===== config.mk =====
export PLATFORM = sky130hd
export DESIGN_NAME = debug_gate
export DESIGN_NICKNAME = d
export VERILOG_FILES = /design/src/rtl/debug_gate.sv
export SDC_FILE = /design/constraint.sdc
export NUM_CORES = 1
export LEC_CHECK = 0
export BUFFER_PORTS_ARGS = -buffer_cell sky130_fd_sc_hd__buf_2
export CAP_MARGIN = 15
export CORE_AREA = 5 5 42 44
export DETAILED_ROUTE_END_ITERATION = 10
export DIE_AREA = 0 0 47 49
export PLACE_DENSITY_LB_ADDON = 0.12
export SLEW_MARGIN = 20
export SYNTH_ARGS = -nofsm -noshare
export SYNTH_HDL_FRONTEND = slang
export SYNTH_SLANG_ARGS = --single-unit

===== constraint.sdc =====
create_clock -name clk_i -period 2.8 [get_ports clk_i]
set_clock_uncertainty 0.2 [all_clocks]
set_input_delay 0.42 -clock clk_i [delete_from_list [all_inputs] [get_ports clk_i]]
set_output_delay 0.42 -clock clk_i [all_outputs]
set_load 0.01 [all_outputs]

===== src/rtl/debug_gate.sv =====
/*
 * Debug request gate
 * Holds off debug requests after reset and blocks them when disabled.
 */
`timescale 1ns/1ps

module debug_gate #(
  parameter int unsigned DEBUG_HOLDOFF = 500
) (
  input  logic clk_i,
  input  logic rst_ni,
  input  logic debug_req_i,
  input  logic debug_en_i,
  output logic debug_req_o
);

  localparam int unsigned CNT_W = (DEBUG_HOLDOFF > 0) ? $clog2(DEBUG_HOLDOFF + 1) : 1;

  logic [CNT_W-1:0] cnt_q;
  logic             holdoff_done;

  // gives boot code time to run before the first halt
  always_ff @(posedge clk_i or negedge rst_ni) begin
    if (!rst_ni) begin
      cnt_q <= CNT_W'(DEBUG_HOLDOFF);
    end else if (!holdoff_done) begin
      cnt_q <= cnt_q - 1'b1;
    end
  end

  assign holdoff_done = (cnt_q == '0);
  assign debug_req_o  = holdoff_done & debug_en_i & debug_req_i;

endmodule


# Word-level counts from Yosys, hierarchy flattened
# Cells that the tools add are included.
dict set report classes {
  mul 0
  add_sub_neg 1
  n_bitwise 2
  reduce_logical 1
  div_mod_pow 0
  n_lt_le_gt_ge 0
  eq_ne 0
  muxes 0
  n_shift 0
}
# op count
set op_table {}
lappend op_table {{9-bit logical NOT} 1}
lappend op_table {{9-bit by 1-bit subtractor with 9-bit output (second input constant)} 1}
lappend op_table {{1-bit bitwise AND} 2}
dict set report totals {
  mem_bits_ro 0
  latch_bits 0
  mem_bits_rw 0
  register_bits 9
  input_bits 4
  output_inout_bits 1
  n_memories 0
}

# Logic depth before layout (Yosys ltp)
dict set report logic_depth {
  ltp_word 3
  mapped_depth 5
  ltp_nobuf 5
}

# Worst setup path before layout
# No wires, ideal clock.
dict set report synth_path {
  kind {register to output}
  from {reg cnt_q[3]}
  to {out debug_req_o}
  setup_slack_ns 0.662
  stages_incl_launch_ff 4
  n_path_buf 0
  arrival_time_ns 1.518
  cell_sequence {dfrtp_1 or4_4 nor4_4 and3_1}
}
dict set report synth_via {
  elab_chain_len 3
}
# item line
set synth_lines {}
lappend synth_lines {{from (decl)} 19} ;# logic [CNT_W-1:0] cnt_q;
lappend synth_lines {{from (signal assigned)} 25} ;# cnt_q <= CNT_W'(DEBUG_HOLDOFF);
lappend synth_lines {{from (signal assigned)} 27} ;# cnt_q <= cnt_q - 1'b1;
lappend synth_lines {{9-bit logical NOT} 31} ;# assign holdoff_done = (cnt_q == '0);
lappend synth_lines {{1-bit bitwise AND (2 in a row)} 32} ;# assign debug_req_o = holdoff_done & debug_en_i & debug_req_i;
lappend synth_lines {{to (decl)} 14} ;# output logic debug_req_o
# Every way passes these cells.

# Worst setup path after layout
# Ends and elaborated chain as after synthesis.

==> flow_summary.json <==
{
  "relSlewSlack": 0.762,
  "wl_met2_um": 397,
  "rsz0062_at_grt": "false",
  "vias_per_cell": 4.81,
  "worstSkewPairLatency_ps": 250,
  "rr_worst_depth": 3,
  "hold_viol": 0,
  "antenna_found_initial": 0,
  "netlist_instances": 39,
  "top_register": "cnt_q",
  "start_util": 0.316,
  "grt_max_degree": 10,
  "power.total_mw": 0.235,
  "synth_common_cells": "dfstp_2 (6), o21ai_0 (6), dfrtp_1 (3)",
  "p_per_area_nw_per_um2": 452,
  "async_flop_share": 1.00,
  "grt_overflow_total": 0,
  "ys_ff_latch": 9,
  "core_area_um2": 1400,
  "status": "completed",
  "r2r_start": "cnt_q[3]$_DFFE_PN0P_",
  "grt_usage": 0.0723,
  "cp_slowest_cell": "or4_4",
  "drv_cap": 0,
  "setup_tns_ps": 0,
  "top_layer": "met3",
  "worstPathRequired_ps": 2180,
  "post-place-cells": 59,
  "drtIter0Drc": 1,
  "seqPwrFrac": 0.556,
  "min_to": "cnt_q[0]$_DFFE_PN0P_",
  "wl_met1_um": 362,
  "max-clock-path-buffers": 2,
  "synth_nets": 44,
  "setup_ws_ps": 245,
  "port_buffers": 4,
  "r2r_setup_slack_ps": 930,
  "dr_wl_met3_um": 21,
  "internal-power_mw": 0.188,
  "die_w_um": 47,
  "synth_edf_count": 0,
  "final_cell_area_um2": 519,
  "swShare": 0.197,
  "worstPathArrival_ps": 1940,
  "drt-wirelength-per-cell_um": 12.2,
  "worst-path-buf-inv": 1,
  "grt_pass1_vias": 289,
  "numClockSinks": 9,
  "start_kind": "flop",
  "path_cells": "or4_4, nor4_4, and3_1, buf_2",
  "syn_area_um2": 443,
  "yosys.area.top_type_share": 0.356,
  "antenna_cells": 0,
  "place_congestion": 0.746,
  "drive_gt1_frac": 0.396,
  "seq_area_frac_synth": 0.525,
  "synth_cell_types": 20,
  "post_dp_cell_area_um2": 483,
  "place_ws_ps": 510,
  "wirelength_um": 781,
  "max_freq_ghz": 0.391,
  "avgSynthCellArea_um2": 11.4,
  "antenna_left": 0,
  "min_path_type": "reg -> reg",
  "combPwrFrac": 0.029,
  "die_area_um2": 2300,
  "p_leak_nw": 0.242,
  "max_stage_delay_ps": 590,
  "top_regs": "cnt_q x9",
  "grt_pass1_wl_mm": 1.18,
  "drc_errors": 0,
  "die_h_um": 49,
  "nets": 54,
  "power_switching_mw": 0.0462,
  "dr.pass1.iters": 2,
  "pwr-share-clk": 0.414,
  "tightestPinTransition_ps": 354,
  "yosys_warnings": 0,
  "synth_largest_area_cell": "dfstp_2",
  "cts_tree": "built",
  "cts-buffers-inserted": 3,
  "critical_path.top_delay_family": "simple AND/OR/NAND/NOR gates",
  "worstPathMaxFanout": 5,
  "nFillCells": 143,
  "vias": 308,
  "synthTopCellsByArea": "dfstp_2 (36%), dfrtp_1 (17%), o21ai_0 (6.8%)",
  "cts.clk_slew.worst_paths_ps": 60,
  "largest_reg_flops": 9,
  "r2r-end": "cnt_q[3]$_DFFE_PN0P_",
  "slew_violations": 0,
  "cts_resized": 0,
  "syn2layout_area_growth_pct": 17.2,
  "root_buffer": "clkbuf_4",
  "whs_path_depth": 1,
  "rows": 14,
  "htreeDepth": 1,
  "yosys_most_used_dff": "dfstp_2",
  "final_cells": 64,
  "critPathCaptureType": "primary output",
  "min_period_ps": 2560,
  "hp-start": "cnt_q[0]$_DFFE_PN0P_",
  "boundaryPins": 5,
  "period_share": 0.913,
  "hpwl_um": 615,
  "setup_viol": 0,
  "peakVddDrop_v": 0.000161,
  "crit_type": "reg -> out"
}
## through the flow
step	utilization	hold WS [ps]
after detailed placement	0.345	84.1
after global routing	0.371	312
after global placement	0.345	79.8
final	0.371	305
after floorplan	-	-75.6
after CTS	0.371	304
## cell usage in the layout (no fill, tap or decap), drive strengths merged
cell and instances:
buf 4, or4 1, clkbuf 4, nor3 2
or2 2, nor2 2, and3 1, ha 1
dfrtp 3, o31ai 2, dfstp 6, o21bai 1
dlygate4sd3 1, nand2b 2, o31a 1, inv 2
o21ai 6, mux2 1, or3 2, nor4 1
xnor2 1, nand2 1, mux2i 1
## cell families (layout without fill, tap and decap cells)
| family | Yosys count | count (layout) | synth area share |
|---|---|---|---|
| compound gates | 10 | 10 | 0.141 |
| xor+xnor | 1 | 1 | 0.0198 |
| fa+ha+maj | 1 | 1 | 0.0282 |
| buf+inv | 2 | 11 | 0.0170 |
| flops | 9 | 9 | 0.525 |
| mux | 2 | 2 | 0.0480 |
| simple gates | 14 | 14 | 0.220 |
## metal layers
metal,vias up,GRT usage
met5,-,0
met4,0,0.0415
met3,0,0.0332
met2,2,0.0995
met1,147,0.0899
li1,159,-
## worst max path at each step
stage | startpoint | end | depth (start not counted)
detailed placement | cnt_q[3]$_DFFE_PN0P_ | debug_req_o | 4
global placement | cnt_q[3]$_DFFE_PN0P_ | debug_req_o | 4
global route | cnt_q[3]$_DFFE_PN0P_ | debug_req_o | 4
finish | cnt_q[3]$_DFFE_PN0P_ | debug_req_o | 4
floorplan | cnt_q[3]$_DFFE_PN0P_ | debug_req_o | 3
CTS | cnt_q[3]$_DFFE_PN0P_ | debug_req_o | 4
## area by class of cell
class                           instances  area [um^2]  area share
Clock buffer                            4         26.3      0.0506
Inverter                                2         7.51      0.0145
Multi-Input combinational cell         28          203       0.390
Sequential cell                         9          233       0.448
Tap cell                               16         20.0      0.0386
Timing Repair Buffer                    5         30.0      0.0578
## power by group through the flow
stage	Sequential, mW	Clock (mW)	Combinational, mW
after global routing	0.130	0.109	0.00784
after CTS	0.130	0.104	0.00726
after global placement	0.133	0	0.00596
after detailed placement	0.133	0	0.00619
final	0.131	0.0973	0.00691
after floorplan	0.133	0	0.000962
## what timing repair did
action | 4_1_cts | 5_1_grt
setup buffers | 0 | 0
endpoints found under the hold margin | 3 | 0
hold buffers | 1 | 0
No activity file was read; power rests on OpenSTA's default activity.
