--- src/common/harness_pkg.sv ---
/*
 * Harness package
 * Shared bus widths, the address map, the boot ROM image and the
 * request, decoded-request and response types of the memory harness.
 */
package harness_pkg;

  // bus widths
  localparam int unsigned ADDR_W     = 32;
  localparam int unsigned DATA_W     = 32;
  localparam int unsigned STRB_W     = DATA_W / 8;
  localparam int unsigned WORD_IDX_W = 16;

  // ------------------------------------------------------------------
  // address map
  // ------------------------------------------------------------------
  localparam logic [ADDR_W-1:0] ROM_BASE  = 32'h0001_0000;
  localparam int unsigned       ROM_WORDS = 16;
  localparam logic [ADDR_W-1:0] SRAM_BASE = 32'h8000_0000;

  // small boot stub, jumps to the SRAM base
  localparam logic [DATA_W-1:0] ROM_IMAGE [ROM_WORDS] = '{
    32'h0000_0297, 32'h0202_8593, 32'hf140_2573, 32'h0182_b283,
    32'h0002_8067, 32'h0000_0000, 32'h8000_0000, 32'h0000_0000,
    32'hedfe_0dd0, 32'h1234_5678, 32'h9abc_def0, 32'h0f1e_2d3c,
    32'h4b5a_6978, 32'hdead_beef, 32'hcafe_f00d, 32'h1050_0073
  };

  // ------------------------------------------------------------------
  // bus types
  // ------------------------------------------------------------------
  typedef struct packed {
    logic [ADDR_W-1:0] addr;
    logic              we;
    logic [DATA_W-1:0] wdata;
    logic [STRB_W-1:0] be;
  } bus_req_t;

  typedef enum logic [1:0] {
    TGT_ROM  = 2'd0,
    TGT_SRAM = 2'd1,
    TGT_ERR  = 2'd2
  } target_e;

  typedef struct packed {
    target_e               target;
    logic [WORD_IDX_W-1:0] word_idx;
    logic                  we;
    logic [DATA_W-1:0]     wdata;
    logic [STRB_W-1:0]     be;
  } dec_req_t;

  typedef struct packed {
    logic [DATA_W-1:0] rdata;
    logic              err;
  } bus_rsp_t;

endpackage
--- src/rtl/resp_mux.sv ---
/*
 * Response stage
 * Tracks the target of each access for one cycle, then picks the
 * response from the memory outputs or the error responder.
 */
`timescale 1ns/1ps

module resp_mux import harness_pkg::*; (
  input  logic              clk_i,
  input  logic              rst_ni,
  input  logic              dec_valid_i,
  input  dec_req_t          dec_i,
  input  logic [DATA_W-1:0] rom_rdata_i,
  input  logic [DATA_W-1:0] sram_rdata_i,
  output logic              resp_valid_o,
  output bus_rsp_t          resp_o
);

  logic    valid_q;
  target_e target_q;
  logic    we_q;

  always_ff @(posedge clk_i or negedge rst_ni) begin
    if (!rst_ni) begin
      valid_q <= 1'b0;
    end else begin
      valid_q <= dec_valid_i;
    end
  end

  always_ff @(posedge clk_i) begin
    if (dec_valid_i) begin
      target_q <= dec_i.target;
      we_q     <= dec_i.we;
    end
  end

  // memory data lands in the same cycle as the tracked target
  always_comb begin
    resp_o.rdata = '0;
    resp_o.err   = 1'b0;
    case (target_q)
      TGT_ROM: begin
        resp_o.rdata = rom_rdata_i;
      end
      TGT_SRAM: begin
        // writes answer with zero data
        resp_o.rdata = we_q ? '0 : sram_rdata_i;
      end
      default: begin
        resp_o.err = 1'b1;
      end
    endcase
  end

  assign resp_valid_o = valid_q;

endmodule

--- config.mk ---
export PLATFORM = sky130hd
export DESIGN_NAME = resp_mux
export DESIGN_NICKNAME = d
export VERILOG_FILES = /design/src/common/harness_pkg.sv /design/src/rtl/resp_mux.sv
export SDC_FILE = /design/constraint.sdc
export NUM_CORES = 1
export LEC_CHECK = 0
export CAP_MARGIN = 30
export CORE_AREA = 2 2 60 62
export CTS_CLUSTER_SIZE = 14
export DETAILED_ROUTE_END_ITERATION = 10
export DIE_AREA = 0 0 62 64
export DONT_BUFFER_PORTS = 1
export HOLD_SLACK_MARGIN = 0.1
export PLACE_DENSITY_LB_ADDON = 0.1
export SETUP_SLACK_MARGIN = 0.3
export SLEW_MARGIN = 20
export SYNTH_ARGS = -nofsm -noshare
export SYNTH_HDL_FRONTEND = slang
export SYNTH_SLANG_ARGS = --single-unit
export TNS_END_PERCENT = 5
--- constraint.sdc ---
create_clock -name clk_i -period 1.4 [get_ports clk_i]
set_clock_uncertainty 0.2 [all_clocks]
set_input_delay 0.14 -clock clk_i [delete_from_list [all_inputs] [get_ports clk_i]]
set_output_delay 0.14 -clock clk_i [all_outputs]
set_load 0.005 [all_outputs]
; Yosys cells after proc, flatten, opt, wreduce, memory -nomap -nowiden
; Index checks and enable logic that the tools add are counted.
; Widths: inputs -> output; s select.
[totals]
in_bits = 122
wordCells = 9
ff_bits = 4
output_inout_bits = 34
[op_classes]
reduce_logical = 2
eq_ne = 1
n_mux = 3
[ops]
columns = cell, count
row1 = $pmux 32 s2, 1
row2 = $mux 32, 1
row3 = $eq 2x1->1 const B, 1
row4 = $logic_not 2->1, 1
row5 = $reduce_or 2->1, 1
row6 = $mux 1, 1

; Depth between registers and ports, before layout
; Gate-level depths: netlist (run 1).
[depth]
ltp_word = 3
ltp_mapped = 4
ltp_nobuf = 2

; Least setup slack after synthesis (run 1)
; Ideal clock, no wire load.
[synth_timing]
path_type = reg-to-output
startpoint = reg target_q[0]
endpoint = out resp_o[29] (netlist bit)
setup_slack_ns = 0.066
required_ns = 1.060
path_stages_with_launch = 5
t_arrival_ns = 0.994
n_path_buf = 2
path_cell_list = edfxtp_1 nor2b_1 buf_6 buf_6 a32o_2
[synth_rtl]
columns = item, line
row1 = start: declaration, resp_mux.sv:20  ; target_e target_q;
row2 = start signal: assignment, resp_mux.sv:33  ; target_q <= dec_i.target;
row3 = end: declaration, resp_mux.sv:16  ; output bus_rsp_t resp_o

==> results of run 1 <==
metrics by stage:
step | total power [µW] | hold WS (ns) | cells | cell area [µm²] | worst slack (ns)
2_1_floorplan | 316.6 | -0.3556 | 50 | 559.3 | 0.06627
3_3_place_gp | 339.9 | -0.3555 | 92 | 586.8 | 0.03018
3_5_place_dp | 342.9 | -0.3555 | 92 | 586.8 | -0.01053
4_1_cts | 536.8 | 0.1955 | 103 | 713.2 | -0.2270
5_1_grt | 567.8 | 0.1959 | 103 | 718.2 | -0.2770
6_report | 529.3 | 0.1917 | 103 | 718.2 | -0.2035
cell type report:
type / count / area (µm²) / area share (%)
Timing Repair Buffer: 14 / 143.9 / 20.03
Multi-Input combinational cell: 34 / 371.6 / 51.74
Tap cell: 46 / 57.56 / 8.014
Sequential cell: 4 / 115.1 / 16.03
Inverter: 1 / 3.754 / 0.5226
Clock buffer: 4 / 26.28 / 3.659
synth_stat cells:
library cell / number / share of area (%)
a32o_2: 8 / 16
inv_1: 1 / 0.67
dlygate4sd3_1: 1 / 1.8
edfxtp_1: 3 / 16
nor2b_1: 1 / 1.1
a32o_1: 24 / 43
nor2_1: 1 / 0.67
clkbuf_1: 3 / 2.0
dfrtp_1: 1 / 4.5
buf_6: 7 / 14
layer usage:
| metal | track usage [%] | part of all wire [%] | vias up |
|---|---|---|---|
| li1 | - | - | 252 |
| met1 | 10.50 | 35 | 284 |
| met2 | 18.36 | 55 | 62 |
| met3 | 1.619 | 11 | 0 |
| met4 | 2.394 | 0 | 0 |
| met5 | 0 | 0 | - |
cell families (layout without fill, tap and decap cells):
kind of cell	Yosys count	count (layout)	share of synthesized area [%]
DFF	4	4	20.58
AOI/OAI and AO/OA	32	32	59.06
and+or+nand+nor	2	2	1.790
buffers and inverters	12	19	18.57
power by group:
part	leakage, µW	internal, µW	total, µW	switching (µW)
Clock	0.0000150	107	156	48.8
Sequential	0.0000410	138	145	6.62
Combinational	0.000292	117	229	112
worst max-delay path: cells and delay by family (launching register included):
kind / cells / cell delay, ns
AND/OR/NAND/NOR: 1 / 0.20
flip-flops: 1 / 0.45
buffers and inverters: 1 / 0.18
AO/OA/AOI/OAI: 1 / 0.19
sequential cells by signal, indices dropped and copies added, names as in the netlist:
register,cells
we_q,1
resp_valid_o,1
target_q,2
path summary, 6_finish.rpt:
check | start | to | slack, ns | cells past startpoint
min in group asynchronous | rst_ni | resp_valid_o | 0.44 | 2
setup / recovery | target_q[1] | resp_o[23] | -0.20 | 3
hold / removal | rom_rdata_i[18] | resp_o[19] | 0.19 | 1
max in group asynchronous | rst_ni | resp_valid_o | 0.46 | 2
timing repair:
item | 4_1_cts | 5_1_grt
gates cloned | 1 | 0
setup endpoints to repair | 33 | 33
resized for setup | 18 | 4
hold endpoints to repair | 8 | 0
pin swaps | 19 | 3
hold buffers | 6 | 0
==> reports/qor.yml, run 1 <==
run_status:
  outcome: "complete, but fails checks"
  violations: "negative setup slack"
synth:
  syn_area_per_cell_um2: 11.19
  ys_ff_latch: 4
  synth_nets: 172
  ys_warn_count: 0
  ys_seq_area_share_pct: 20.58
  syn_area_um2: 559.3
  synth_cell_types: 10
  syn_inst: 50
sta:
  rsz0062_at_grt: "yes"
  tightest_slew_ns: 0.1882
  setup_violations: 32
  setup_slack_ns: -0.2035
  period_needed_ns: 1.604
  fin_crit_sh_pct: 114.5
  final.setup.tns_ns: -5.992
  hold_viol_final: 0
  slew_violations: 0
  fmax_mhz: 623.6
  slew_headroom_pct: 87.41
cts:
  max-clock-path-buffers: 2
  h-tree-depth: 1
  tritoncts: "done"
  clkTransAtPathRegs_ns: 0.04
  root_buffer: "clkbuf_4"
  cts_setup_buffers: 0
  cts.sinks: 4
  cts_buffers: 3
routing:
  drt-initial-drc-count: 10
  vias: 598
  drc_errors: 0
  wirelength_um: 2216
  routed_via_density: 5.806
  first_pass_iters: 3
  wl_per_cell_um: 21.51
  antenna_left: 0
grt:
  track_usage_pct: 9.683
  grt_pass1_vias: 550
  grt_pass1_wl_um: 2815
  antenna_found_initial: 0
  grt_max_degree: 31
  gr-total-overflow: 0
die:
  die_height_um: 64
  num_io_pins: 156
  die_w_um: 62
  fp-row-count: 21
  die-area_um2: 3968
  start_util_pct: 17.03
  core_um2: 3284
pwr:
  p_leak_uw: 0.0003479
  ir_drop_v: 0.0003875
  power.density_nw_per_um2: 736.9
worst_setup_path:
  max_stage_delay_ns: 0.45
  critPathSlowestCell: "edfxtp_1"
  critPathRequiredTime_ns: 1.06
  path_cells: "nor2b_4 > buf_4 > a32o_1"
  cp-start-kind: "flip-flop"
  crit_type: "flip-flop to output port"
  crit_path_max_fanout: 8
  worstPathArrival_ns: 1.26
  worst_setup_path_end_kind: "output port"
place:
  port_buffers: 0
  place_congestion: 0.6233
  dpl.hpwl_um: 1760
final_layout:
  mostFrequentLayoutCells: "a32o_2 (25), a32o_1 (7), dlygate4sd3_1 (6)"
  drive_above_1_share_pct: 66.67
  fillCellCount: 351
  utilization_pct: 21.87
  final_common_cell: "a32o_2"
  diodes: 0
  area_growth_pct: 28.41
  nets: 180
job:
  maxCapViolCount: 0
worst_hold_path:
  hold_path_class: "input pin to output port"
Note: power is estimated with default switching activity, not from simulation.
==> run 2, diff against run 1 <==
Settings changed: TNS_END_PERCENT 5 to default.
==> run 2 against run 1 <==
Effect of this change: the run still ends with negative setup slack left; first-iteration DRC count fell by 60%; total power grew 4.7%; combinational power rose by 7%; count of clock-buffer cells in the layout unchanged; clock power increased by 6%; utilization is 1.0 points higher; wire length is 5.4% lower; setup slack gained 0.0080 ns; final area increased by 4.7%; critical path type unchanged; sequential power hardly changed; non-clock buffer count stayed put.
==> reports/qor.yml, run 2 (synthesis results as in run 1) <==
cts:
  clkTransAtPathRegs_ns: 0.04  # about the same
  tritoncts: "done"
  cts_buffers: 3  # unchanged
  cts.sinks: 4  # unchanged
  root_buffer: "clkbuf_4"
  max-clock-path-buffers: 2  # unchanged
  h-tree-depth: 1  # unchanged
sta:
  final.setup.tns_ns: -5.687  # +0.3045 ns
  setup_violations: 32  # unchanged
  hold_viol_final: 0  # unchanged
  fmax_mhz: 626.7  # +0.50%
  setup_slack_ns: -0.1955  # +0.007952 ns
  rsz0062_at_grt: "yes"
  fin_crit_sh_pct: 114.0  # -0.57 points
  tightest_slew_ns: 0.1831  # -0.005192 ns
  slew_headroom_pct: 87.76  # +0.35 points
  period_needed_ns: 1.596  # -0.007952 ns
  slew_violations: 0  # unchanged
die:
  die_w_um: 62  # unchanged
  die-area_um2: 3968  # unchanged
  core_um2: 3284  # unchanged
  num_io_pins: 156  # unchanged
  fp-row-count: 21  # unchanged
  start_util_pct: 17.03  # unchanged
  die_height_um: 64  # unchanged
worst_setup_path:
  cp-start-kind: "flip-flop"
  crit_type: "flip-flop to output port"
  crit_path_max_fanout: 18  # +10
  worst_setup_path_end_kind: "output port"
  worstPathArrival_ns: 1.26  # about the same
  critPathRequiredTime_ns: 1.06  # about the same
  startpoint: "target_q[1]"
grt:
  grt_pass1_wl_um: 2739  # -2.7%
  antenna_found_initial: 0  # unchanged
  grt_pass1_vias: 552  # +0.36%
  gr-total-overflow: 0  # unchanged
  track_usage_pct: 9.408  # -0.27 points
  grt_max_degree: 23  # -26%
routing:
  vias: 586  # -2.0%
  antenna_left: 0  # unchanged
  wirelength_um: 2097  # -5.4%
  wl_per_cell_um: 20.36  # -5.4%
  first_pass_iters: 4  # +1
  routed_via_density: 5.689  # -2.0%
  drc_errors: 0  # unchanged
  drt-initial-drc-count: 4  # -6
final_layout:
  stdcell_count: 103  # unchanged
  fillCellCount: 351  # unchanged
  nets: 180  # unchanged
  drive_above_1_share_pct: 66.67  # unchanged
  area_growth_pct: 34.45
  diodes: 0  # unchanged
  largest_register_ffs: 2  # unchanged
  final_common_cell: "a32o_2"
  fin_area_um2: 752.0  # +4.7%
  top_register: "target_q"
  mostFrequentLayoutCells: "a32o_2 (25), a32o_1 (7), dlygate4sd3_1 (6)"
job:
  maxCapViolCount: 0  # unchanged
worst_hold_path:
  hp-start: "rom_rdata_i[30]"
  hold_path_class: "input pin to output port"
place:
  dp.cells: 92  # unchanged
  place_congestion: 0.6404  # +2.7%
  post-place-ws_ns: -0.05028  # -0.03975 ns
  dpl.hpwl_um: 1697  # -3.6%
  port_buffers: 0  # unchanged
  place_area_um2: 611.8  # +4.3%
pwr:
  ir_drop_v: 0.0005498  # +42%
  p_leak_uw: 0.0003573  # +2.7%
  power.density_nw_per_um2: 737.0  # about the same
run_status:
  violations: "negative setup slack"
  outcome: "complete, but fails checks"
[run 2: final timing paths]
path | cells past startpoint | endpoint | slack, ns
worst max-delay path | 3 | resp_o[26] | -0.20
worst min-delay path | 1 | resp_o[31] | 0.19
max in group asynchronous | 2 | resp_valid_o | 0.43
min in group asynchronous | 2 | resp_valid_o | 0.46
[run 2: per-stage QoR]
stage	util (%)	hold slack, ns	total power, µW
after floorplan	-	-0.3556	315.9
after global placement	18.63	-0.3555	352.1
after detailed placement	18.63	-0.3556	354.4
after CTS	22.55	0.1920	549.3
after global routing	22.90	0.1943	598.4
final	22.90	0.1914	554.2
[run 2: metal layers]
| metal | vias to the layer above | wire, µm | GRT usage (%) |
|---|---|---|---|
| li1 | 250 | - | - |
| met1 | 272 | 733 | 11.00 |
| met2 | 62 | 1145 | 16.41 |
| met3 | 2 | 201 | 1.822 |
| met4 | 0 | 17 | 3.191 |
| met5 | - | 0 | 0 |
[run 2: area by class of cell]
type / count / area (µm²) / share of cell area, %
multi-input cells: 34 / 371.6 / 49.42
repair buffers: 14 / 177.7 / 23.63
flip-flops and latches: 4 / 115.1 / 15.31
well taps: 46 / 57.56 / 7.654
clock buffers: 4 / 26.28 / 3.494
inverters: 1 / 3.754 / 0.4992
[run 2: repair_timing]
action,CTS,global route
hold buffers,6,0
setup buffers,1,0
resized for setup,17,6
setup endpoints to repair,33,33
endpoints found under the hold margin,8,0
[run 2: where the power goes]
| group | internal, µW | total (µW) | switching [µW] | leakage [µW] |
|---|---|---|---|---|
| clock | 108 | 166 | 58.4 | 0.0000150 |
| sequential | 138 | 144 | 6.17 | 0.0000410 |
| combinational | 132 | 244 | 112 | 0.000301 |
[run 2: worst max-delay path, cell delays in order, from the launching register on]
cell and delay [ns]:
edfxtp_1 0.44, nor2_2 0.20, buf_6 0.20, a32o_1 0.17
