File: src/common/harness_pkg.sv
/*
 * Harness package
 * Shared bus widths, the address map, the boot ROM image and the
 * request, decoded-request and response types of the memory harness.
 */
package harness_pkg;

  // bus widths
  localparam int unsigned ADDR_W     = 32;
  localparam int unsigned DATA_W     = 32;
  localparam int unsigned STRB_W     = DATA_W / 8;
  localparam int unsigned WORD_IDX_W = 16;

  // ------------------------------------------------------------------
  // address map
  // ------------------------------------------------------------------
  localparam logic [ADDR_W-1:0] ROM_BASE  = 32'h0001_0000;
  localparam int unsigned       ROM_WORDS = 16;
  localparam logic [ADDR_W-1:0] SRAM_BASE = 32'h8000_0000;

  // small boot stub, jumps to the SRAM base
  localparam logic [DATA_W-1:0] ROM_IMAGE [ROM_WORDS] = '{
    32'h0000_0297, 32'h0202_8593, 32'hf140_2573, 32'h0182_b283,
    32'h0002_8067, 32'h0000_0000, 32'h8000_0000, 32'h0000_0000,
    32'hedfe_0dd0, 32'h1234_5678, 32'h9abc_def0, 32'h0f1e_2d3c,
    32'h4b5a_6978, 32'hdead_beef, 32'hcafe_f00d, 32'h1050_0073
  };

  // ------------------------------------------------------------------
  // bus types
  // ------------------------------------------------------------------
  typedef struct packed {
    logic [ADDR_W-1:0] addr;
    logic              we;
    logic [DATA_W-1:0] wdata;
    logic [STRB_W-1:0] be;
  } bus_req_t;

  typedef enum logic [1:0] {
    TGT_ROM  = 2'd0,
    TGT_SRAM = 2'd1,
    TGT_ERR  = 2'd2
  } target_e;

  typedef struct packed {
    target_e               target;
    logic [WORD_IDX_W-1:0] word_idx;
    logic                  we;
    logic [DATA_W-1:0]     wdata;
    logic [STRB_W-1:0]     be;
  } dec_req_t;

  typedef struct packed {
    logic [DATA_W-1:0] rdata;
    logic              err;
  } bus_rsp_t;

endpackage
File: src/mem/boot_rom.sv
/*
 * Boot ROM
 * Fixed image from the harness package with a registered read port.
 */
`timescale 1ns/1ps

module boot_rom import harness_pkg::*; (
  input  logic                  clk_i,
  input  logic                  rd_en_i,
  input  logic [WORD_IDX_W-1:0] word_idx_i,
  output logic [DATA_W-1:0]     rdata_o
);

  localparam int unsigned ROM_AW = $clog2(ROM_WORDS);

  logic [ROM_AW-1:0] rom_addr;
  logic [DATA_W-1:0] rdata_q;

  // decoder keeps the index inside the image
  assign rom_addr = word_idx_i[ROM_AW-1:0];

  always_ff @(posedge clk_i) begin
    if (rd_en_i) begin
      rdata_q <= ROM_IMAGE[rom_addr];
    end
  end

  assign rdata_o = rdata_q;

endmodule

File: config.mk
export PLATFORM = sky130hd
export DESIGN_NAME = boot_rom
export DESIGN_NICKNAME = d
export VERILOG_FILES = /design/src/common/harness_pkg.sv /design/src/mem/boot_rom.sv
export SDC_FILE = /design/constraint.sdc
export NUM_CORES = 1
export LEC_CHECK = 0
export BUFFER_PORTS_ARGS = -buffer_cell sky130_fd_sc_hd__buf_4
export CORE_ASPECT_RATIO = 1.2
export CORE_MARGIN = 3
export CORE_UTILIZATION = 50
export CTS_CLUSTER_SIZE = 30
export DETAILED_ROUTE_END_ITERATION = 12
export PLACE_DENSITY = 0.79
export REMOVE_ABC_BUFFERS = 1
export SLEW_MARGIN = 10
export SYNTH_ARGS = -nofsm -noshare
export SYNTH_HDL_FRONTEND = slang
export SYNTH_SLANG_ARGS = --single-unit
File: constraint.sdc
create_clock -name clk_i -period 1.85 [get_ports clk_i]
set_clock_uncertainty 0.05 [all_clocks]
set_input_delay 0.37 -clock clk_i [delete_from_list [all_inputs] [get_ports clk_i]]
set_output_delay 0.37 -clock clk_i [all_outputs]
set_load 0.01 [all_outputs]
Word level (Yosys, flattened, before mapping)
Memories as Yosys holds them, arrays and structs flattened. A register that Yosys moved wholly into a read port is not among the register bits.
Index checks and enable logic that the tools add are counted.
{"block": "op_classes", "bitwise_logic": 1}
{"op": "$not A4 Y5", "n": 1}
{"block": "totals", "ff_bits": 0, "rom_bits": 512, "out_inout_bits": 32, "elab_cells": 2, "memories": 1}
{"memory": "(no name shown)", "words": 16, "word_bits": 32, "read_ports": 1, "rd_clocked_by_memory_dff": 1, "wr": 0, "line_no": "boot_rom.sv:24", "text": "rdata_q <= ROM_IMAGE[rom_addr];"}

Depth between registers and ports, before layout
Gate-level depths: netlist (run 1).
{"block": "depth", "depth_word": 1, "mapped_depth": 5, "mapped_depth_nobuf": 5}

Least setup slack after synthesis (run 1)
Ideal clock, no wire load.
{"block": "synth_timing", "kind": "in2reg", "startpoint": "input port word_idx_i[0]", "endpoint": "register rdata_q[15] (netlist: rdata_o[15]) (data pin)", "setup_time_ps": 272, "arrival_ps": 1286, "setup_slack_ps": 242, "path_stages": 3, "n_path_buf": 0, "cell_sequence": "inv_1 ha_1 mux4_2"}
{"block": "synth_via", "elab_chain_cells": 1}
{"item": "start: declaration", "line_no": "boot_rom.sv:10", "text": "input logic [WORD_IDX_W-1:0] word_idx_i,"}
{"item": "$not A4 Y5 (implied by the code)", "line_no": "boot_rom.sv:24"}
{"item": "end: declaration", "line_no": "boot_rom.sv:17", "text": "logic [DATA_W-1:0] rdata_q;"}
No other way between the ends.

Worst setup path after layout (run 1)
Ends and elaborated chain as after synthesis.

==> flow_summary_export.csv, run 1 <==
group,metric,value,unit
worst_setup_path,worstPathArrival,1.46,ns
die,fp.dieW,56.9,um
synthesis,synth_ff_type,"edfxtp_1",
pwr,vdd_drop_max,0.559,mV
timing,slew_headroom,75.3,%
detailed_routing,wl,2.63,mm
worst_setup_path,cp_cell_sequence,"buf_4, inv_1, ha_1, mux4_2",
finish,syn2layout_area_growth,20.1,%
place,port_buffers,37,
synthesis,async_flop_share,0,%
clock_network,clk_pin_slew,0.09,ns
worst_setup_path,slowest_delay,0.49,ns
finish,fillers,239,
timing,rsz0062_at_grt,"false",
die,die_h,67.0,um
synthesis,synth.top_cell.area_share,60.0,%
die,top_level_ports,50,
pwr,leakage,0.000780,uW
timing,fmax,0.691,GHz
synthesis,synthCells,129,
detailed_routing,first_pass_iters,4,
timing,tns,0,ns
synthesis,ys_warn_count,0,
synthesis,synth_area_leader_cell,"edfxtp_1",
place,pre_cts_ws,0.0522,ns
finish,largest_reg_flops,31,
die,start_util,53.7,%
synthesis,synthTopCellsByArea,"edfxtp_1, ha_1, o21ai_1",
die,core-area,2890,um^2
detailed_routing,drtIter0Drc,32,
clock_network,cts_root_buffer,"clkbuf_4",
clock_network,cts_tree,"yes",
synthesis,ys_ff_latch,31,
run,maxCapViolCount,0,
synthesis,netlist_area,1550,um^2
clock_network,cts_setup_buffers,0,
synthesis,ys_seq_area_share,60.0,%
synthesis,synth_area_per_cell,12.0,um^2
timing,hold_viol,0,
place,routabilityCongestion,0.881,
finish,nets,191,
detailed_routing,vias_per_cell,5.15,
global_routing,grt_use_total,14.9,%
timing,setup_ws,0.403,ns
worst_setup_path,worst_setup_path_end_kind,"flop",
finish,drive_above_1_share,31.3,%
worst_setup_path,required,1.87,ns
detailed_routing,route.vias.total,1029,
clock_network,cts_resized,0,
timing,period_share,78.2,%
timing,slew_violations,0,
clock_network,clock_sinks,31,
clock_network,cts_buffers,5,
global_routing,grt_first_pass_wirelength,4.31,mm
clock_network,clk_path_buf_depth,2,
global_routing,overflow,0,
detailed_routing,wl_per_cell,13.1,um
die,row_count,21,
finish,utilization,64.5,%
worst_setup_path,crit_fanout,7,
detailed_routing,post-route-drc-count,0,
global_routing,antenna_found_initial,0,
clock_network,ctsHoldBuffers,0,
clock_network,htreeDepth,2,
global_routing,grt_pass1_vias,1000,
detailed_routing,antenna_left,0,
finish,final_common_cell,"buf_4",
global_routing,grt_max_degree,38,
worst_setup_path,slowest_stage,"mux4_2",
timing,tightestPinTransition,0.370,ns
worst_setup_path,worstSetupPathType,"in -> reg",
timing,finalCriticalPeriod,1.45,ns
worst_hold_path,hold_path_class,"in -> reg",
place,dp_hpwl,1.86,mm
finish,antenna_cells,0,
synthesis,synth_edf_count,31,
timing,setup_viol,0,
die,die-area,3810,um^2
outcome,status,"completed",
finish,most-common-layout-cells,"buf_4, edfxtp_1, nand2_1, o21ai_1, a21oi_1",
pwr,powerDensity,819,nW/um^2
worst_setup_path,critPathLaunchType,"input port",
synthesis,synth_cell_type_count,31,
## worst max-delay path, delay by kind of cell
| family | cells | cell delay (ns) |
|---|---|---|
| mux | 1 | 0.49 |
| fa+ha+maj | 1 | 0.32 |
| buf+inv | 2 | 0.29 |
## synth_stat cells, drive strengths merged (3+ instances only)
master	count
nor2	5
edfxtp	31
nand2	15
o21ai	18
a21oi	10
a21boi	4
inv	7
ha	8
buf	9
nor2b	3
nand2b	4
## through the flow
| stage | hold slack, ns | instances | cell area (um^2) | power (uW) |
|---|---|---|---|---|
| finish | 0.355 | 200 | 1860 | 1530 |
| global route | 0.352 | 200 | 1860 | 1610 |
| CTS | 0.338 | 200 | 1860 | 1550 |
| detailed placement | 0.700 | 192 | 1810 | 1190 |
| global placement | 0.703 | 192 | 1810 | 1180 |
| floorplan | 0.432 | 119 | 1480 | 1020 |
## routing by layer
layer  wire length [um]  GRT usage (%)  share of wire, %  vias to the layer above
met2               1340           25.1                51                       35
met5                  0              0                 0                        -
met4                 50           9.57               1.9                        0
met3                141           3.10               5.4                        5
li1                   -              -                 -                      528
met1               1090           17.0                41                      461
## final timing paths
path,startpoint,to,depth (start not counted),slack (ns)
min,word_idx_i[1],rdata_o[11]$_SDFFCE_PN0P_,2,0.35
max,word_idx_i[0],rdata_o[15]$_DFFE_PP_,4,0.40
## cell families (layout without fill, tap and decap cells)
group,count (synthesis),after routing,share of synthesized area [%]
DFF,31,31,60.0
xor gates and xnor gates,1,1,0.565
buffers and inverters,17,54,6.61
AOI/OAI and AO/OA,41,41,15.6
and+or+nand+nor,30,30,9.35
muxes,1,1,1.45
adders and majority gates,8,8,6.45
## power by group
part | internal [uW] | switching [uW] | leakage [uW]
sequential | 852 | 17.3 | 0.000301
clock | 141 | 218 | 0.0000347
combinational | 138 | 159 | 0.000445
total | 1130 | 395 | 0.000780
## final cells by class
type | count | area, um^2 | share of cell area (%)
Clock buffer | 5 | 37.5 | 2.01
Clock inverter | 3 | 15.0 | 0.806
Inverter | 7 | 26.3 | 1.41
Multi-Input combinational cell | 81 | 518 | 27.8
Sequential cell | 31 | 931 | 50.0
Tap cell | 34 | 42.5 | 2.28
Timing Repair Buffer | 39 | 293 | 15.7
Power figures use the tool's default switching activity.
==> inputs of run 2 (changes only) <==
--- a/config.mk
+++ b/config.mk
@@ -5,6 +5,7 @@
 export SDC_FILE = /design/constraint.sdc
 export NUM_CORES = 1
 export LEC_CHECK = 0
+export ABC_AREA = 1
 export BUFFER_PORTS_ARGS = -buffer_cell sky130_fd_sc_hd__buf_4
 export CORE_ASPECT_RATIO = 1.2
 export CORE_MARGIN = 3
==> constraint.sdc (replaced) <==
create_clock -name clk_i -period 1.5 [get_ports clk_i]
set_clock_uncertainty 0.05 [all_clocks]
set_input_delay 0.3 -clock clk_i [delete_from_list [all_inputs] [get_ports clk_i]]
set_output_delay 0.3 -clock clk_i [all_outputs]
set_load 0.01 [all_outputs]
==> run 2 against run 1 <==
Compared with the run above: first-iteration DRC count rose by 9.4%; die area rose by 0.95%; wire length rose by 12%; non-clock buffer count rose by 2; global-route usage rose by 1.8 points; combinational power rose by 26%; design area rose by 1.5%; largest cell class unchanged; highest routed layer unchanged.
==> flow_summary_export.csv, run 2 <==
group,metric,value,unit
global_routing,grt_max_degree,32,
clock_network,cts_resized,0,
finish,final_common_cell,"nand2_1",
synthesis,synth_ff_type,"edfxtp_1",
worst_setup_path,slowest_delay,0.39,ns
worst_setup_path,path_buf_inv,1,
detailed_routing,post-route-drc-count,0,
worst_setup_path,required,1.15,ns
synthesis,async_flop_share,0,%
die,row_count,21,
finish,drive_above_1_share,31.6,%
finish,largest_reg_flops,31,
pwr,powerDensity,990,nW/um^2
place,routabilityCongestion,0.853,
clock_network,clk_pin_slew,0.08,ns
synthesis,synthCells,146,
pwr,vdd_drop_max,0.632,mV
detailed_routing,route.vias.total,1167,
run,maxCapViolCount,0,
timing,period_share,81.4,%
die,die_h,67.3,um
synthesis,synth_area_leader_cell,"edfxtp_1",
finish,utilization,65.5,%
worst_setup_path,cp_cell_sequence,"buf_4",
worst_setup_path,crit_fanout,2,
place,port_buffers,37,
clock_network,cts_setup_buffers,0,
synthesis,ys_warn_count,0,
synthesis,synth_edf_count,31,
clock_network,htreeDepth,2,
detailed_routing,first_pass_iters,4,
finish,antenna_cells,0,
synthesis,ys_ff_latch,31,
finish,syn2layout_area_growth,20.7,%
worst_setup_path,worstPathArrival,0.87,ns
die,start_util,54.2,%
global_routing,antenna_found_initial,0,
die,top_level_ports,50,
detailed_routing,antenna_left,0,
global_routing,overflow,0,
worst_setup_path,worstSetupPathType,"reg -> out",
clock_network,clock_sinks,31,
synthesis,netlist_area,1570,um^2
pwr,leakage,0.000891,uW
detailed_routing,wl,2.94,mm
finish,most-common-layout-cells,"nand2_1, buf_4, edfxtp_1, nand3_1, inv_1",
clock_network,ctsHoldBuffers,0,
timing,hold_viol,0,
detailed_routing,vias_per_cell,5.28,
clock_network,cts_root_buffer,"clkbuf_4",
worst_setup_path,critPathLaunchType,"flop",
worst_setup_path,path_delay_family,"flip-flops",
timing,setup_viol,0,
timing,slew_violations,0,
die,core-area,2890,um^2
timing,finalCriticalPeriod,1.22,ns
finish,nets,213,
place,dp_hpwl,2.11,mm
detailed_routing,drtIter0Drc,35,
worst_setup_path,slowest_stage,"edfxtp_1",
finish,fin_area,1890,um^2
clock_network,cts_tree,"yes",
global_routing,grt_pass1_vias,1158,
synthesis,synth.top_cell.area_share,59.4,%
synthesis,synth_area_per_cell,10.7,um^2
synthesis,synthTopCellsByArea,"edfxtp_1, nand2_1, ha_1",
synthesis,ys_seq_area_share,59.4,%
clock_network,clk_path_buf_depth,2,
worst_hold_path,hold_path_class,"in -> reg",
synthesis,yosys-top-cells-count,"nand2_1, edfxtp_1, nand3_1",
outcome,status,"completed",
timing,slew_headroom,74.5,%
clock_network,cts_buffers,5,
global_routing,grt_use_total,16.7,%
die,fp.dieW,57.1,um
timing,rsz0062_at_grt,"false",
synthesis,synth_cell_type_count,22,
detailed_routing,wl_per_cell,13.3,um
synthesis,yosysMostFrequentCell,"nand2_1",
global_routing,grt_first_pass_wirelength,4.73,mm
pwr,finalPower,1870,uW
timing,tightestPinTransition,0.383,ns
die,die-area,3850,um^2
place,placed_cell_area,1850,um^2
worst_setup_path,worst_setup_path_end_kind,"output pin",
timing,fmax,0.819,GHz
run 2: cell count changes after synthesis, moves of 5 or more:
cell and change:
nand2_1 +35, nand3_1 +12, o21ai_1 -11, o21ai_0 -5
run 2: area by class of cell:
cell class	count	area (um^2)
clock buffers	5	37.5
clock inverters	2	8.76
fillers	241	998
inverters	12	47.5
multi-input cells	96	517
flip-flops and latches	31	931
well taps	34	42.5
repair buffers	41	308
run 2: worst paths after layout:
check                                      from                   endpoint  slack (ns)  depth (start not counted)
worst max-delay path  rdata_o[27]$_SDFFCE_PN0P_                rdata_o[19]        0.28                          1
worst min-delay path                    rd_en_i  rdata_o[20]$_SDFFCE_PN0P_        0.37                          1
run 2: per-stage QoR:
step / hold WS (ns) / cells / setup TNS (ns) / worst slack, ns
final: 0.369 / 221 / 0 / 0.279
after global routing: 0.381 / 221 / 0 / 0.179
after CTS: 0.368 / 221 / 0 / 0.267
after detailed placement: 0.658 / 214 / -0.108 / -0.0372
after global placement: 0.657 / 214 / -0.0157 / -0.0157
after floorplan: 0.362 / 139 / 0 / 0.130
run 2: cells by family (layout without fill, tap and decap cells):
family,after synthesis,in the layout,synth area share [%]
AND/OR/NAND/NOR,77,77,21.8
flip-flops,31,31,59.4
buffers and inverters,19,60,7.66
AO/OA/AOI/OAI,11,11,4.79
adder cells (fa/ha/maj),8,8,6.38
run 2: report_power, final:
part           switching (uW)  internal [uW]  total (uW)
combinational             213            163         376
clock                     258            165         424
sequential               21.4           1050        1070
total                     493           1380        1870
run 2: layer usage:
metal | global-route usage, % | wire length, um | vias up
li1 | - | - | 569
met1 | 16.1 | 1100 | 550
met2 | 30.7 | 1590 | 40
met3 | 4.40 | 178 | 8
met4 | 11.6 | 72 | 0
met5 | 0 | 0 | -
