--- src/common/harness_pkg.sv ---
/*
 * Harness package
 * Shared bus widths, the address map, the boot ROM image and the
 * request, decoded-request and response types of the memory harness.
 */
package harness_pkg;

  // bus widths
  localparam int unsigned ADDR_W     = 32;
  localparam int unsigned DATA_W     = 32;
  localparam int unsigned STRB_W     = DATA_W / 8;
  localparam int unsigned WORD_IDX_W = 16;

  // ------------------------------------------------------------------
  // address map
  // ------------------------------------------------------------------
  localparam logic [ADDR_W-1:0] ROM_BASE  = 32'h0001_0000;
  localparam int unsigned       ROM_WORDS = 16;
  localparam logic [ADDR_W-1:0] SRAM_BASE = 32'h8000_0000;

  // small boot stub, jumps to the SRAM base
  localparam logic [DATA_W-1:0] ROM_IMAGE [ROM_WORDS] = '{
    32'h0000_0297, 32'h0202_8593, 32'hf140_2573, 32'h0182_b283,
    32'h0002_8067, 32'h0000_0000, 32'h8000_0000, 32'h0000_0000,
    32'hedfe_0dd0, 32'h1234_5678, 32'h9abc_def0, 32'h0f1e_2d3c,
    32'h4b5a_6978, 32'hdead_beef, 32'hcafe_f00d, 32'h1050_0073
  };

  // ------------------------------------------------------------------
  // bus types
  // ------------------------------------------------------------------
  typedef struct packed {
    logic [ADDR_W-1:0] addr;
    logic              we;
    logic [DATA_W-1:0] wdata;
    logic [STRB_W-1:0] be;
  } bus_req_t;

  typedef enum logic [1:0] {
    TGT_ROM  = 2'd0,
    TGT_SRAM = 2'd1,
    TGT_ERR  = 2'd2
  } target_e;

  typedef struct packed {
    target_e               target;
    logic [WORD_IDX_W-1:0] word_idx;
    logic                  we;
    logic [DATA_W-1:0]     wdata;
    logic [STRB_W-1:0]     be;
  } dec_req_t;

  typedef struct packed {
    logic [DATA_W-1:0] rdata;
    logic              err;
  } bus_rsp_t;

endpackage
--- src/rtl/addr_decode.sv ---
/*
 * Address decoder
 * Registers each strobed request together with its target and word
 * index. Writes into the ROM window are sent to the error responder.
 */
`timescale 1ns/1ps

module addr_decode import harness_pkg::*; #(
  parameter int unsigned SRAM_WORDS = 256
) (
  input  logic     clk_i,
  input  logic     rst_ni,
  input  logic     req_valid_i,
  input  bus_req_t req_i,
  output logic     dec_valid_o,
  output dec_req_t dec_o
);

  // window sizes in bytes
  localparam logic [ADDR_W-1:0] ROM_SPAN  = ADDR_W'(4 * ROM_WORDS);
  localparam logic [ADDR_W-1:0] SRAM_SPAN = ADDR_W'(4 * SRAM_WORDS);

  logic [ADDR_W-1:0] rom_off;
  logic [ADDR_W-1:0] sram_off;
  logic              rom_hit;
  logic              sram_hit;
  dec_req_t          dec_d;
  logic              dec_valid_q;
  dec_req_t          dec_q;

  // offsets wrap below the base, so one compare covers both bounds
  assign rom_off  = req_i.addr - ROM_BASE;
  assign sram_off = req_i.addr - SRAM_BASE;
  assign rom_hit  = rom_off < ROM_SPAN;
  assign sram_hit = sram_off < SRAM_SPAN;

  always_comb begin
    dec_d          = '0;
    dec_d.we       = req_i.we;
    dec_d.wdata    = req_i.wdata;
    dec_d.be       = req_i.be;
    dec_d.target   = TGT_ERR;
    if (rom_hit && !req_i.we) begin
      dec_d.target   = TGT_ROM;
      dec_d.word_idx = rom_off[WORD_IDX_W+1:2];
    end else if (sram_hit) begin
      dec_d.target   = TGT_SRAM;
      dec_d.word_idx = sram_off[WORD_IDX_W+1:2];
    end
  end

  always_ff @(posedge clk_i or negedge rst_ni) begin
    if (!rst_ni) begin
      dec_valid_q <= 1'b0;
    end else begin
      dec_valid_q <= req_valid_i;
    end
  end

  // payload only, qualified by dec_valid_q
  always_ff @(posedge clk_i) begin
    if (req_valid_i) begin
      dec_q <= dec_d;
    end
  end

  assign dec_valid_o = dec_valid_q;
  assign dec_o       = dec_q;

endmodule

--- config.mk ---
export PLATFORM = sky130hd
export DESIGN_NAME = addr_decode
export DESIGN_NICKNAME = d
export VERILOG_FILES = /design/src/common/harness_pkg.sv /design/src/rtl/addr_decode.sv
export SDC_FILE = /design/constraint.sdc
export NUM_CORES = 1
export LEC_CHECK = 0
export ABC_AREA = 1
export BUFFER_PORTS_ARGS = -buffer_cell sky130_fd_sc_hd__buf_2
export CAP_MARGIN = 20
export CORE_MARGIN = 1.5
export CORE_UTILIZATION = 45
export CTS_CLUSTER_DIAMETER = 80
export DETAILED_ROUTE_END_ITERATION = 7
export GPL_TIMING_DRIVEN = 0
export PLACE_DENSITY = 0.86
export SETUP_SLACK_MARGIN = 0.1
export SYNTH_ARGS = -nofsm -noshare
export SYNTH_HDL_FRONTEND = slang
export SYNTH_SLANG_ARGS = --single-unit
--- constraint.sdc ---
create_clock -name clk_i -period 0.8 [get_ports clk_i]
set_input_delay 0.08 -clock clk_i [delete_from_list [all_inputs] [get_ports clk_i]]
set_output_delay 0.08 -clock clk_i [all_outputs]
set_load 0.05 [all_outputs]
After elaboration in Yosys (flattened, before gate mapping)

Cells that the tools add are included.

Flip-flop bits (word level): 56
Bits in latches: 0
RAM bits: 0
ROM bits: 0
Bits of input ports: 72
Output and inout bits: 56
Logic and storage cells: 14
Memories: 0

Add/sub/neg operators: 2
Multipliers: 0
Divide/modulo/power cells: 0
Order comparisons: 2
Equality and inequality tests: 0
Shifts and indexed selects: 0
Multiplexer cells: 2
Bitwise operators: 0
Reduce and logical (&&, ||, !) cells: 2

Operators with widths:

| kind                   | count |
|---|---|
| $lt 32x11->1 const B   | 1 |
| $lt 32x7->1 const B    | 1 |
| $sub 32x17->32 const B | 1 |
| $sub 32x32->32 const B | 1 |
| $mux 18                | 1 |
| $mux 16                | 1 |
| $logic_and 1x1->1      | 1 |
| $logic_not 1->1        | 1 |

Depth between registers and ports, before layout

Gate-level depths: netlist (run 1).

Word-level depth: 4
Depth in mapped cells: 14

Worst setup path after synthesis (run 1)

OpenSTA, ideal clock, no wires.

Path type: input to register
Start point: input port req_i[54] (netlist name)
End point: register dec_q (netlist bit dec_o[54]) (data pin)
Library setup time: 0.252 ns
Arrival time: 1.187 ns
Required time: 0.548 ns
Setup slack: -0.639 ns
Cell stages on the path: 12
Cells stage by stage: inv_1 > ha_1 > nand3_1 > nor2_1 > nor2_1 > nor2_1 > nand2_1 > nor2_2 > nand3_2 > buf_6 > nand2_1 > inv_1

Word-level cells in the longest chain between the ends: 3
Elaborated cells between the ends (all ways): 6
Those cells by class: 2 x add/sub; 2 x order compare; 1 x mux; 1 x reduce/logical

RTL lines:

| what                                             | RTL line                             | source |
|---|---|---|
| start: declaration                               | addr_decode.sv:14                    | `input bus_req_t req_i,` |
| $sub 32x32->32 or $sub 32x17->32 (tied branches) | addr_decode.sv:33, addr_decode.sv:32 |  |
| $lt 32x11->1 or $lt 32x7->1 (tied branches)      | addr_decode.sv:35, addr_decode.sv:34 |  |
| $mux 18 or $logic_and 1x1->1 (tied branches)     | addr_decode.sv:46, addr_decode.sv:43 |  |
| end signal: assignment                           | addr_decode.sv:63                    | `dec_q <= dec_d;` |
| end: declaration                                 | addr_decode.sv:29                    | `dec_req_t dec_q;` |

Several ways; a longest one is shown, not always the timed one.
A chain may end at the register's enable or synchronous reset.

==> flow_summary.ini, run 1 <==
[status]
run_status = finished with violations
violations = negative setup slack

[die]
core_sq_um = 4850
die_width_um = 74.9
rows = 25
die_area_sq_um = 5620
ios = 128
initial_utilization_pct = 48.0
die_y_um = 74.9

[hold_path]
min-delay-start = req_i[40]
hp-class = primary input to flop

[sta]
finalSetupViolCount = 68
worst_pin_slew_ns = 0.501
timing.slew.headroom_pct = 66.6
hold_violations = 0
tns_ns = -15.36
slew_viol_final = 0
fin_crit_sh_pct = 171
final.min_clock_period_ns = 1.36
rsz0062_at_grt = yes
fmax_mhz = 733
setup_ws_ns = -0.565

[placed_design]
pre_cts_slack_ns = -0.894
dp_hpwl_um = 3760
place_inst = 382
portBuffers = 125
gp_congestion = 0.807

[yosys]
synth_cell_types = 24
ys_seq_area_share_pct = 72.0
ys_ff_latch = 56
synth_ff_type = edfxtp_1
syn_inst = 185
synth_edf_count = 55
async_flop_share_pct = 1.79
yosysWarnings = 0
syn_area_sq_um = 2330
synth_area_per_cell_sq_um = 12.6

[finish]
syn_to_final_growth_pct = 77.6
drive_above_1_share_pct = 51.8
layout.cells.non_filler = 434
n_antenna_cell = 0
nNetsFinal = 440
postLayoutCoreUtil_pct = 85.3

[global_route]
antenna_found_initial = 0
track_usage_pct = 26.9
overflow = 0
grt_max_degree = 57
grt_pass1_vias = 2031
grt_pass1_wl_um = 10600

[worst_setup_path]
crit_path_start_kind = primary input
worstPathRequired_ns = 0.96
cpPeakStageDelay_ns = 0.18
critPathKind = primary input to flop
path_max_fanout = 5
critPathTopFamily = simple AND/OR/NAND/NOR gates
worstSetupEndpointType = flop
worst_ep_arrival_time_ns = 1.53
cp.depth = 14
cpMaxStageDelayCell = clkbuf_16
worstSetupStartpoint = req_i[54]
crit_path_end = dec_o[41]$_DFFE_PP_
critical_path.cell_chain = buf_12, inv_16, ha_4, inv_2, nor2_2, nand2_1, nor2_1, nand3_1, nor2_1, nand2_1, nor2_2, nand3_4, clkbuf_16, a21oi_2
path_buf_inv = 4

[power_and_ir_drop]
p_per_area_nw_per_um2 = 1710
leakage_nw = 1.81
peakVddDrop_mv = 1.08
p_total_mw = 7.09

[clock_tree]
cts_root_buf = clkbuf_8
tritoncts_num_sinks = 56
cts-htree-levels = 2
cts_inserted_buffers = 5
cts_buffer_depth = 2
clkTransAtPathRegs_ns = 0.12
cts_tree = yes

[route]
drc = 0
via_count = 2084
via_per_inst = 4.80
wire_per_inst_um = 17.6
drt-total-wl_um = 7640
antenna_left = 0
first_pass_iters = 4
drt-initial-drc-count = 67

[run]
maxCapViolCount = 0
[cell usage in the layout, fill, tap and decap left out, drive strengths merged, types with 4 or more instances in the layout]
master / netlist / layout
edfxtp: 55 / 55
nand2: 32 / 32
a21oi: 10 / 10
nor2: 35 / 35
nand3: 10 / 11
clkbuf: 0 / 6
clkinv: 1 / 4
dlygate4sd3: 0 / 38
buf: 1 / 130
conb: 1 / 6
inv: 28 / 28
[power breakdown]
part	internal, mW	total, mW	switching, mW	leakage, nW
logic	0.711	1.86	1.15	1.22
registers	3.46	3.58	0.124	0.547
clock network	0.632	1.64	1.01	0.0485
total	4.80	7.09	2.29	1.81
[timing repair]
action | 4_1_cts | 5_1_grt
hold buffers | 38 | 0
endpoints found under the setup margin | 124 | 121
pin swaps | 1 | 10
hold endpoints to repair | 38 | 0
buffers inserted | 3 | 2
gates resized for setup | 128 | 16
cloned | 1 | 1
[layout make-up]
cell class | count | area (sq um)
flip-flops and latches | 56 | 1680
repair buffers | 168 | 1450
fillers | 225 | 712
multi-input cells | 105 | 681
inverters | 29 | 138
well taps | 67 | 83.8
clock buffers | 5 | 68.8
clock inverters | 3 | 22.5
plain buffers | 1 | 15.0
[metal layers]
metal  global-route usage [%]  vias to the layer above  share of wire [%]
met4                     8.48                        0                2.4
met5                        0                        -                  0
met1                     30.8                      966                 38
met3                     8.17                       20                9.3
met2                     48.3                      122                 50
li1                         -                      976                  -
[cells in the mapped netlist, drive strengths merged, types with 2 or more instances]
master  instances  area, sq um
a21oi          10         80.1
edfxtp         55         1650
ha              2         25.0
inv            28          105
nand2          32          143
nand3          10         60.1
nand4           3         18.8
nor2           35          165
o21ai           3         15.0
[worst min-delay path by stage]
stage	end	depth (start not counted)	slack (ns)
after detailed placement	dec_valid_o$_DFF_PN0_	1	-0.14
after global placement	dec_valid_o$_DFF_PN0_	1	-0.15
final	dec_o[38]$_DFFE_PP_	3	0.07
after CTS	dec_o[37]$_DFFE_PP_	3	0.07
after floorplan	dec_valid_o$_DFF_PN0_	0	-0.22
after global routing	dec_o[51]$_DFFE_PP_	2	0.08
[cell families (layout without fill, tap and decap cells)]
kind of cell             count (synthesis)  after routing  share of synthesized area [%]
adder cells (fa/ha/maj)                  2              2                           1.07
flip-flops                              56             56                           72.0
other                                    1              6                          0.161
AND/OR/NAND/NOR                         82             83                           17.2
buffers and inverters                   30            206                           5.21
AO/OA/AOI/OAI                           14             14                           4.35
[sequential cells by signal, indices dropped and copies added, names as in the netlist]
| name | cells |
|---|---|
| dec_valid_o | 1 |
| dec_o | 55 |
[metrics by stage]
stage	area, sq um	hold slack, ns
floorplan	2420	-0.216
global placement	3130	-0.145
detailed placement	3130	-0.143
CTS	4050	0.0685
global route	4140	0.0775
finish	4140	0.0654
Power figures use the tool's default switching activity.
==> run 2, diff against run 1 <==
- PLACE_DENSITY: 0.86 -> 0.87
==> flow_summary.ini, run 2 (same netlist as run 1, synthesis figures left out) <==
[status]
run_status = finished with violations
violations = negative setup slack

[finish]
largest_reg_flops = 55
layout_commonest_cell = buf_2
syn_to_final_growth_pct = 77.8
postLayoutCoreUtil_pct = 85.4
drive_above_1_share_pct = 50.8
final_cell_mix = 66 x buf_2, 59 x buf_6, 55 x edfxtp_1
n_fill_cell = 234
nNetsFinal = 439

[global_route]
overflow = 0
grt_max_degree = 57
track_usage_pct = 27.3
grt_pass1_wl_um = 10900
antenna_found_initial = 1
grt_pass1_vias = 2074

[die]
core_sq_um = 4850
die_width_um = 74.9
rows = 25
die_area_sq_um = 5620
die_y_um = 74.9
ios = 128
initial_utilization_pct = 48.0

[worst_setup_path]
path_max_fanout = 5
critPathTopFamily = simple AND/OR/NAND/NOR gates
path_buf_inv = 3
critPathKind = primary input to flop
crit_path_start_kind = primary input
cp_common_cell = nor2_1
worst_ep_arrival_time_ns = 1.45
cpMaxStageDelayCell = nor2_1
worstPathRequired_ns = 0.88
critical_path.cell_chain = buf_2, nor2_1, nand3_4, nor2_2, nor2_1, nor2_1, nand2_1, nor2_2, nand3_4, buf_8, nand2_4, inv_2
worstSetupEndpointType = flop
cpPeakStageDelay_ns = 0.21

[clock_tree]
cts_buffer_depth = 2
cts_root_buf = clkbuf_8
cts_inserted_buffers = 5
clkTransAtPathRegs_ns = 0.11
cts-htree-levels = 2
tritoncts_num_sinks = 56
cts_tree = yes

[route]
drt-initial-drc-count = 160
wire_per_inst_um = 19.5
antenna_left = 0
drc = 0
first_pass_iters = 4
drt-total-wl_um = 8460
via_count = 2164
via_per_inst = 4.99

[power_and_ir_drop]
leakage_nw = 1.84
p_total_mw = 7.05
p_sw_share_pct = 32.0
seq_power_share_pct = 50.9
pwr-share-clk_pct = 22.5
p_int_mw = 4.80
p_switching_mw = 2.26
pwr-share-comb_pct = 26.6
peakVddDrop_mv = 1.09
p_per_area_nw_per_um2 = 1700

[sta]
fmax_mhz = 728
tns_ns = -15.82
rsz0062_at_grt = yes
worst_pin_slew_ns = 0.504
timing.slew.headroom_pct = 66.4
finalSetupViolCount = 68
setup_ws_ns = -0.574
fin_crit_sh_pct = 172
slew_viol_final = 0
final.min_clock_period_ns = 1.37
hold_violations = 0

[placed_design]
pre_cts_slack_ns = -0.918
dp_hpwl_um = 3790
gp_congestion = 0.776
portBuffers = 125

[run]
maxCapViolCount = 0

[hold_path]
hp-class = primary input to async pin
run 2: changes by cell type in the layout (fill, tap and decap cells not counted), moves of 2 or more:
cell            change
nor2_2              -2
dlymetal6s4s_1      +4
dlygate4sd3_1       -4
buf_4               -2
run 2: metal layers:
| layer | vias up | track usage [%] | part of all wire, % |
|---|---|---|---|
| li1 | 978 | - | - |
| met4 | 0 | 7.47 | 2.1 |
| met3 | 16 | 5.89 | 8.9 |
| met1 | 1030 | 33.2 | 37 |
| met2 | 140 | 49.2 | 52 |
| met5 | - | 0 | 0 |
run 2: power by group through the flow:
stage | Clock, mW | Sequential [mW] | Combinational, mW
after floorplan | 0 | 4.32 | 0.157
after global placement | 0 | 3.56 | 1.36
after detailed placement | 0 | 3.56 | 1.38
after CTS | 1.50 | 3.55 | 1.80
after global routing | 1.72 | 3.60 | 1.96
final | 1.59 | 3.59 | 1.88
run 2: metrics by stage:
step / hold WS [ns] / area, sq um / instances
after CTS: 0.0777 / 4050 / 431
after global routing: 0.0771 / 4140 / 434
after floorplan: -0.216 / 2420 / 190
after detailed placement: -0.136 / 3130 / 382
final: 0.0739 / 4140 / 434
after global placement: -0.145 / 3130 / 382
run 2: timing repair:
| item | 4_1_cts | 5_1_grt |
|---|---|---|
| pin swaps | 1 | 15 |
| gates resized for setup | 131 | 15 |
| gates cloned | 1 | 1 |
| setup buffers | 2 | 1 |
| hold endpoints to repair | 38 | 0 |
| setup endpoints to repair | 124 | 124 |
| hold buffers | 38 | 0 |
run 2: layout make-up:
cell class	count	area, sq um	share of cell area (%)
well taps	67	83.8	2.02
multi-input cells	105	681	16.4
inverters	29	135	3.26
diodes	1	2.50	0.0604
flip-flops and latches	56	1680	40.5
clock buffers	6	72.6	1.75
plain buffers	1	15.0	0.363
repair buffers	167	1460	35.2
clock inverters	2	16.3	0.393
run 2: path summary, 6_finish.rpt:
path | from | endpoint | slack, ns | cells past startpoint
max in group asynchronous | rst_ni | dec_valid_o$_DFF_PN0_ | 0.64 | 2
worst min-delay path | rst_ni | dec_valid_o$_DFF_PN0_ | 0.07 | 2
min in group clk_i | req_i[42] | dec_o[40]$_DFFE_PP_ | 0.10 | 3
worst max-delay path | req_i[57] | dec_o[54]$_SDFFCE_PP0P_ | -0.57 | 12
==> run 3, diff against run 2 <==
==> constraint.sdc (replaced) <==
create_clock -name clk_i -period 0.8 [get_ports clk_i]
set_input_delay 0.08 -clock clk_i [delete_from_list [all_inputs] [get_ports clk_i]]
set_output_delay 0.08 -clock clk_i [all_outputs]
set_load 0.1 [all_outputs]
==> flow_summary.ini, run 3 (same netlist as run 1, synthesis figures left out) <==
[finish]
final_cell_mix = 66 x buf_2, 55 x edfxtp_1, 53 x buf_6
largest_reg_flops = 55
layout.cells.non_filler = 434
n_fill_cell = 226
layout_commonest_cell = buf_2
nNetsFinal = 440
n_antenna_cell = 0
syn_to_final_growth_pct = 79.2
drive_above_1_share_pct = 52.6
postLayoutCoreUtil_pct = 86.1

[power_and_ir_drop]
peakVddDrop_mv = 1.05
p_per_area_nw_per_um2 = 1880
leakage_nw = 1.83
p_total_mw = 7.86

[clock_tree]
cts-htree-levels = 2
cts_buffer_depth = 2
cts_tree = yes
cts_inserted_buffers = 5
tritoncts_num_sinks = 56
cts_root_buf = clkbuf_8
clkTransAtPathRegs_ns = 0.11

[global_route]
antenna_found_initial = 0
overflow = 0
grt_pass1_vias = 2028
grt_max_degree = 57
grt_pass1_wl_um = 10800
track_usage_pct = 27.6

[die]
die_width_um = 74.9
ios = 128
die_y_um = 74.9
rows = 25
core_sq_um = 4850
initial_utilization_pct = 48.0
die_area_sq_um = 5620

[route]
via_per_inst = 4.84
via_count = 2101
drc = 0
drt-initial-drc-count = 120
drt-total-wl_um = 7750
wire_per_inst_um = 17.9
antenna_left = 0
first_pass_iters = 4

[worst_setup_path]
worstPathRequired_ns = 0.87
critical_path.cell_chain = buf_12, inv_16, ha_4, inv_2, nor2_1, nand2_1, nor2_1, nand3_1, nor2_1, nand2_1, nor2_2, nand3_4, buf_8, nand2_4, inv_2
worstSetupStartpoint = req_i[54]
cpMaxStageDelayCell = buf_8
cp_common_cell = nor2_1
crit_path_end = dec_o[54]$_SDFFCE_PP0P_
worst_ep_arrival_time_ns = 1.40
cpPeakStageDelay_ns = 0.16
path_max_fanout = 5
worstSetupEndpointType = flop
path_buf_inv = 5
critPathKind = primary input to flop
crit_path_start_kind = primary input
critPathTopFamily = simple AND/OR/NAND/NOR gates
cp.depth = 15

[run]
maxCapViolCount = 0

[placed_design]
portBuffers = 125
pre_cts_slack_ns = -0.908
dp_hpwl_um = 3930
gp_congestion = 0.812
place_inst = 382

[sta]
final.min_clock_period_ns = 1.33
fin_crit_sh_pct = 166
fmax_mhz = 752
finalSetupViolCount = 68
holdWs_ns = 0.0863
setup_ws_ns = -0.530
rsz0062_at_grt = yes
hold_violations = 0
slew_viol_final = 0

[status]
run_status = finished with violations
violations = negative setup slack

[hold_path]
hp-class = primary input to async pin
[run 3: cell types whose count changed in the layout (fill, tap and decap cells not counted), sizes merged]
cell          previous run  this run
clkbuf                   7         5
dlygate4sd3             34        38
dlymetal6s4s             4         0
buf                    129       131
inv                     28        29
diode                    1         0
clkinv                   2         3
clkinvlp                 1         0
[run 3: layout make-up]
type | count | area [sq um] | share of cell area [%]
Multi-Input combinational cell | 105 | 701 | 16.8
Inverter | 29 | 131 | 3.15
Tap cell | 67 | 83.8 | 2.01
Clock buffer | 5 | 68.8 | 1.65
Clock inverter | 3 | 22.5 | 0.540
Sequential cell | 56 | 1680 | 40.3
Timing Repair Buffer | 168 | 1470 | 35.2
Buffer | 1 | 15.0 | 0.360
[run 3: stage by stage]
step | TNS (ns) | cell area [sq um]
2_1_floorplan | -15.93 | 2430
3_3_place_gp | -40.41 | 3140
3_5_place_dp | -41.27 | 3140
4_1_cts | -15.39 | 4100
5_1_grt | -19.36 | 4170
6_report | -16.79 | 4170
[run 3: metal layers]
layer,routed length (um),GRT usage (%),up-vias
met5,0,0,-
met4,134,7.88,0
met3,659,6.69,16
met2,3960,50.0,122
met1,3000,32.6,986
li1,-,-,977
[run 3: repair_timing]
| item | in CTS | in global routing |
|---|---|---|
| buffers inserted | 3 | 1 |
| gates resized for setup | 135 | 15 |
| pin swaps | 15 | 9 |
| hold buffers | 38 | 0 |
| hold endpoints to repair | 38 | 0 |
| setup endpoints to repair | 124 | 120 |
| gates cloned | 1 | 1 |
[run 3: worst min path at each step]
stage,start,end,slack (ns)
2_1_floorplan,rst_ni,dec_valid_o$_DFF_PN0_,-0.22
3_3_place_gp,rst_ni,dec_valid_o$_DFF_PN0_,-0.14
3_5_place_dp,rst_ni,dec_valid_o$_DFF_PN0_,-0.14
4_1_cts,rst_ni,dec_valid_o$_DFF_PN0_,0.09
5_1_grt,rst_ni,dec_valid_o$_DFF_PN0_,0.09
6_report,rst_ni,dec_valid_o$_DFF_PN0_,0.09
[run 3: power by group]
| part | total, mW | internal (mW) | switching [mW] |
|---|---|---|---|
| clock | 1.59 | 0.631 | 0.961 |
| combinational | 2.68 | 0.734 | 1.95 |
| sequential | 3.59 | 3.46 | 0.127 |
| total | 7.86 | 4.82 | 3.04 |
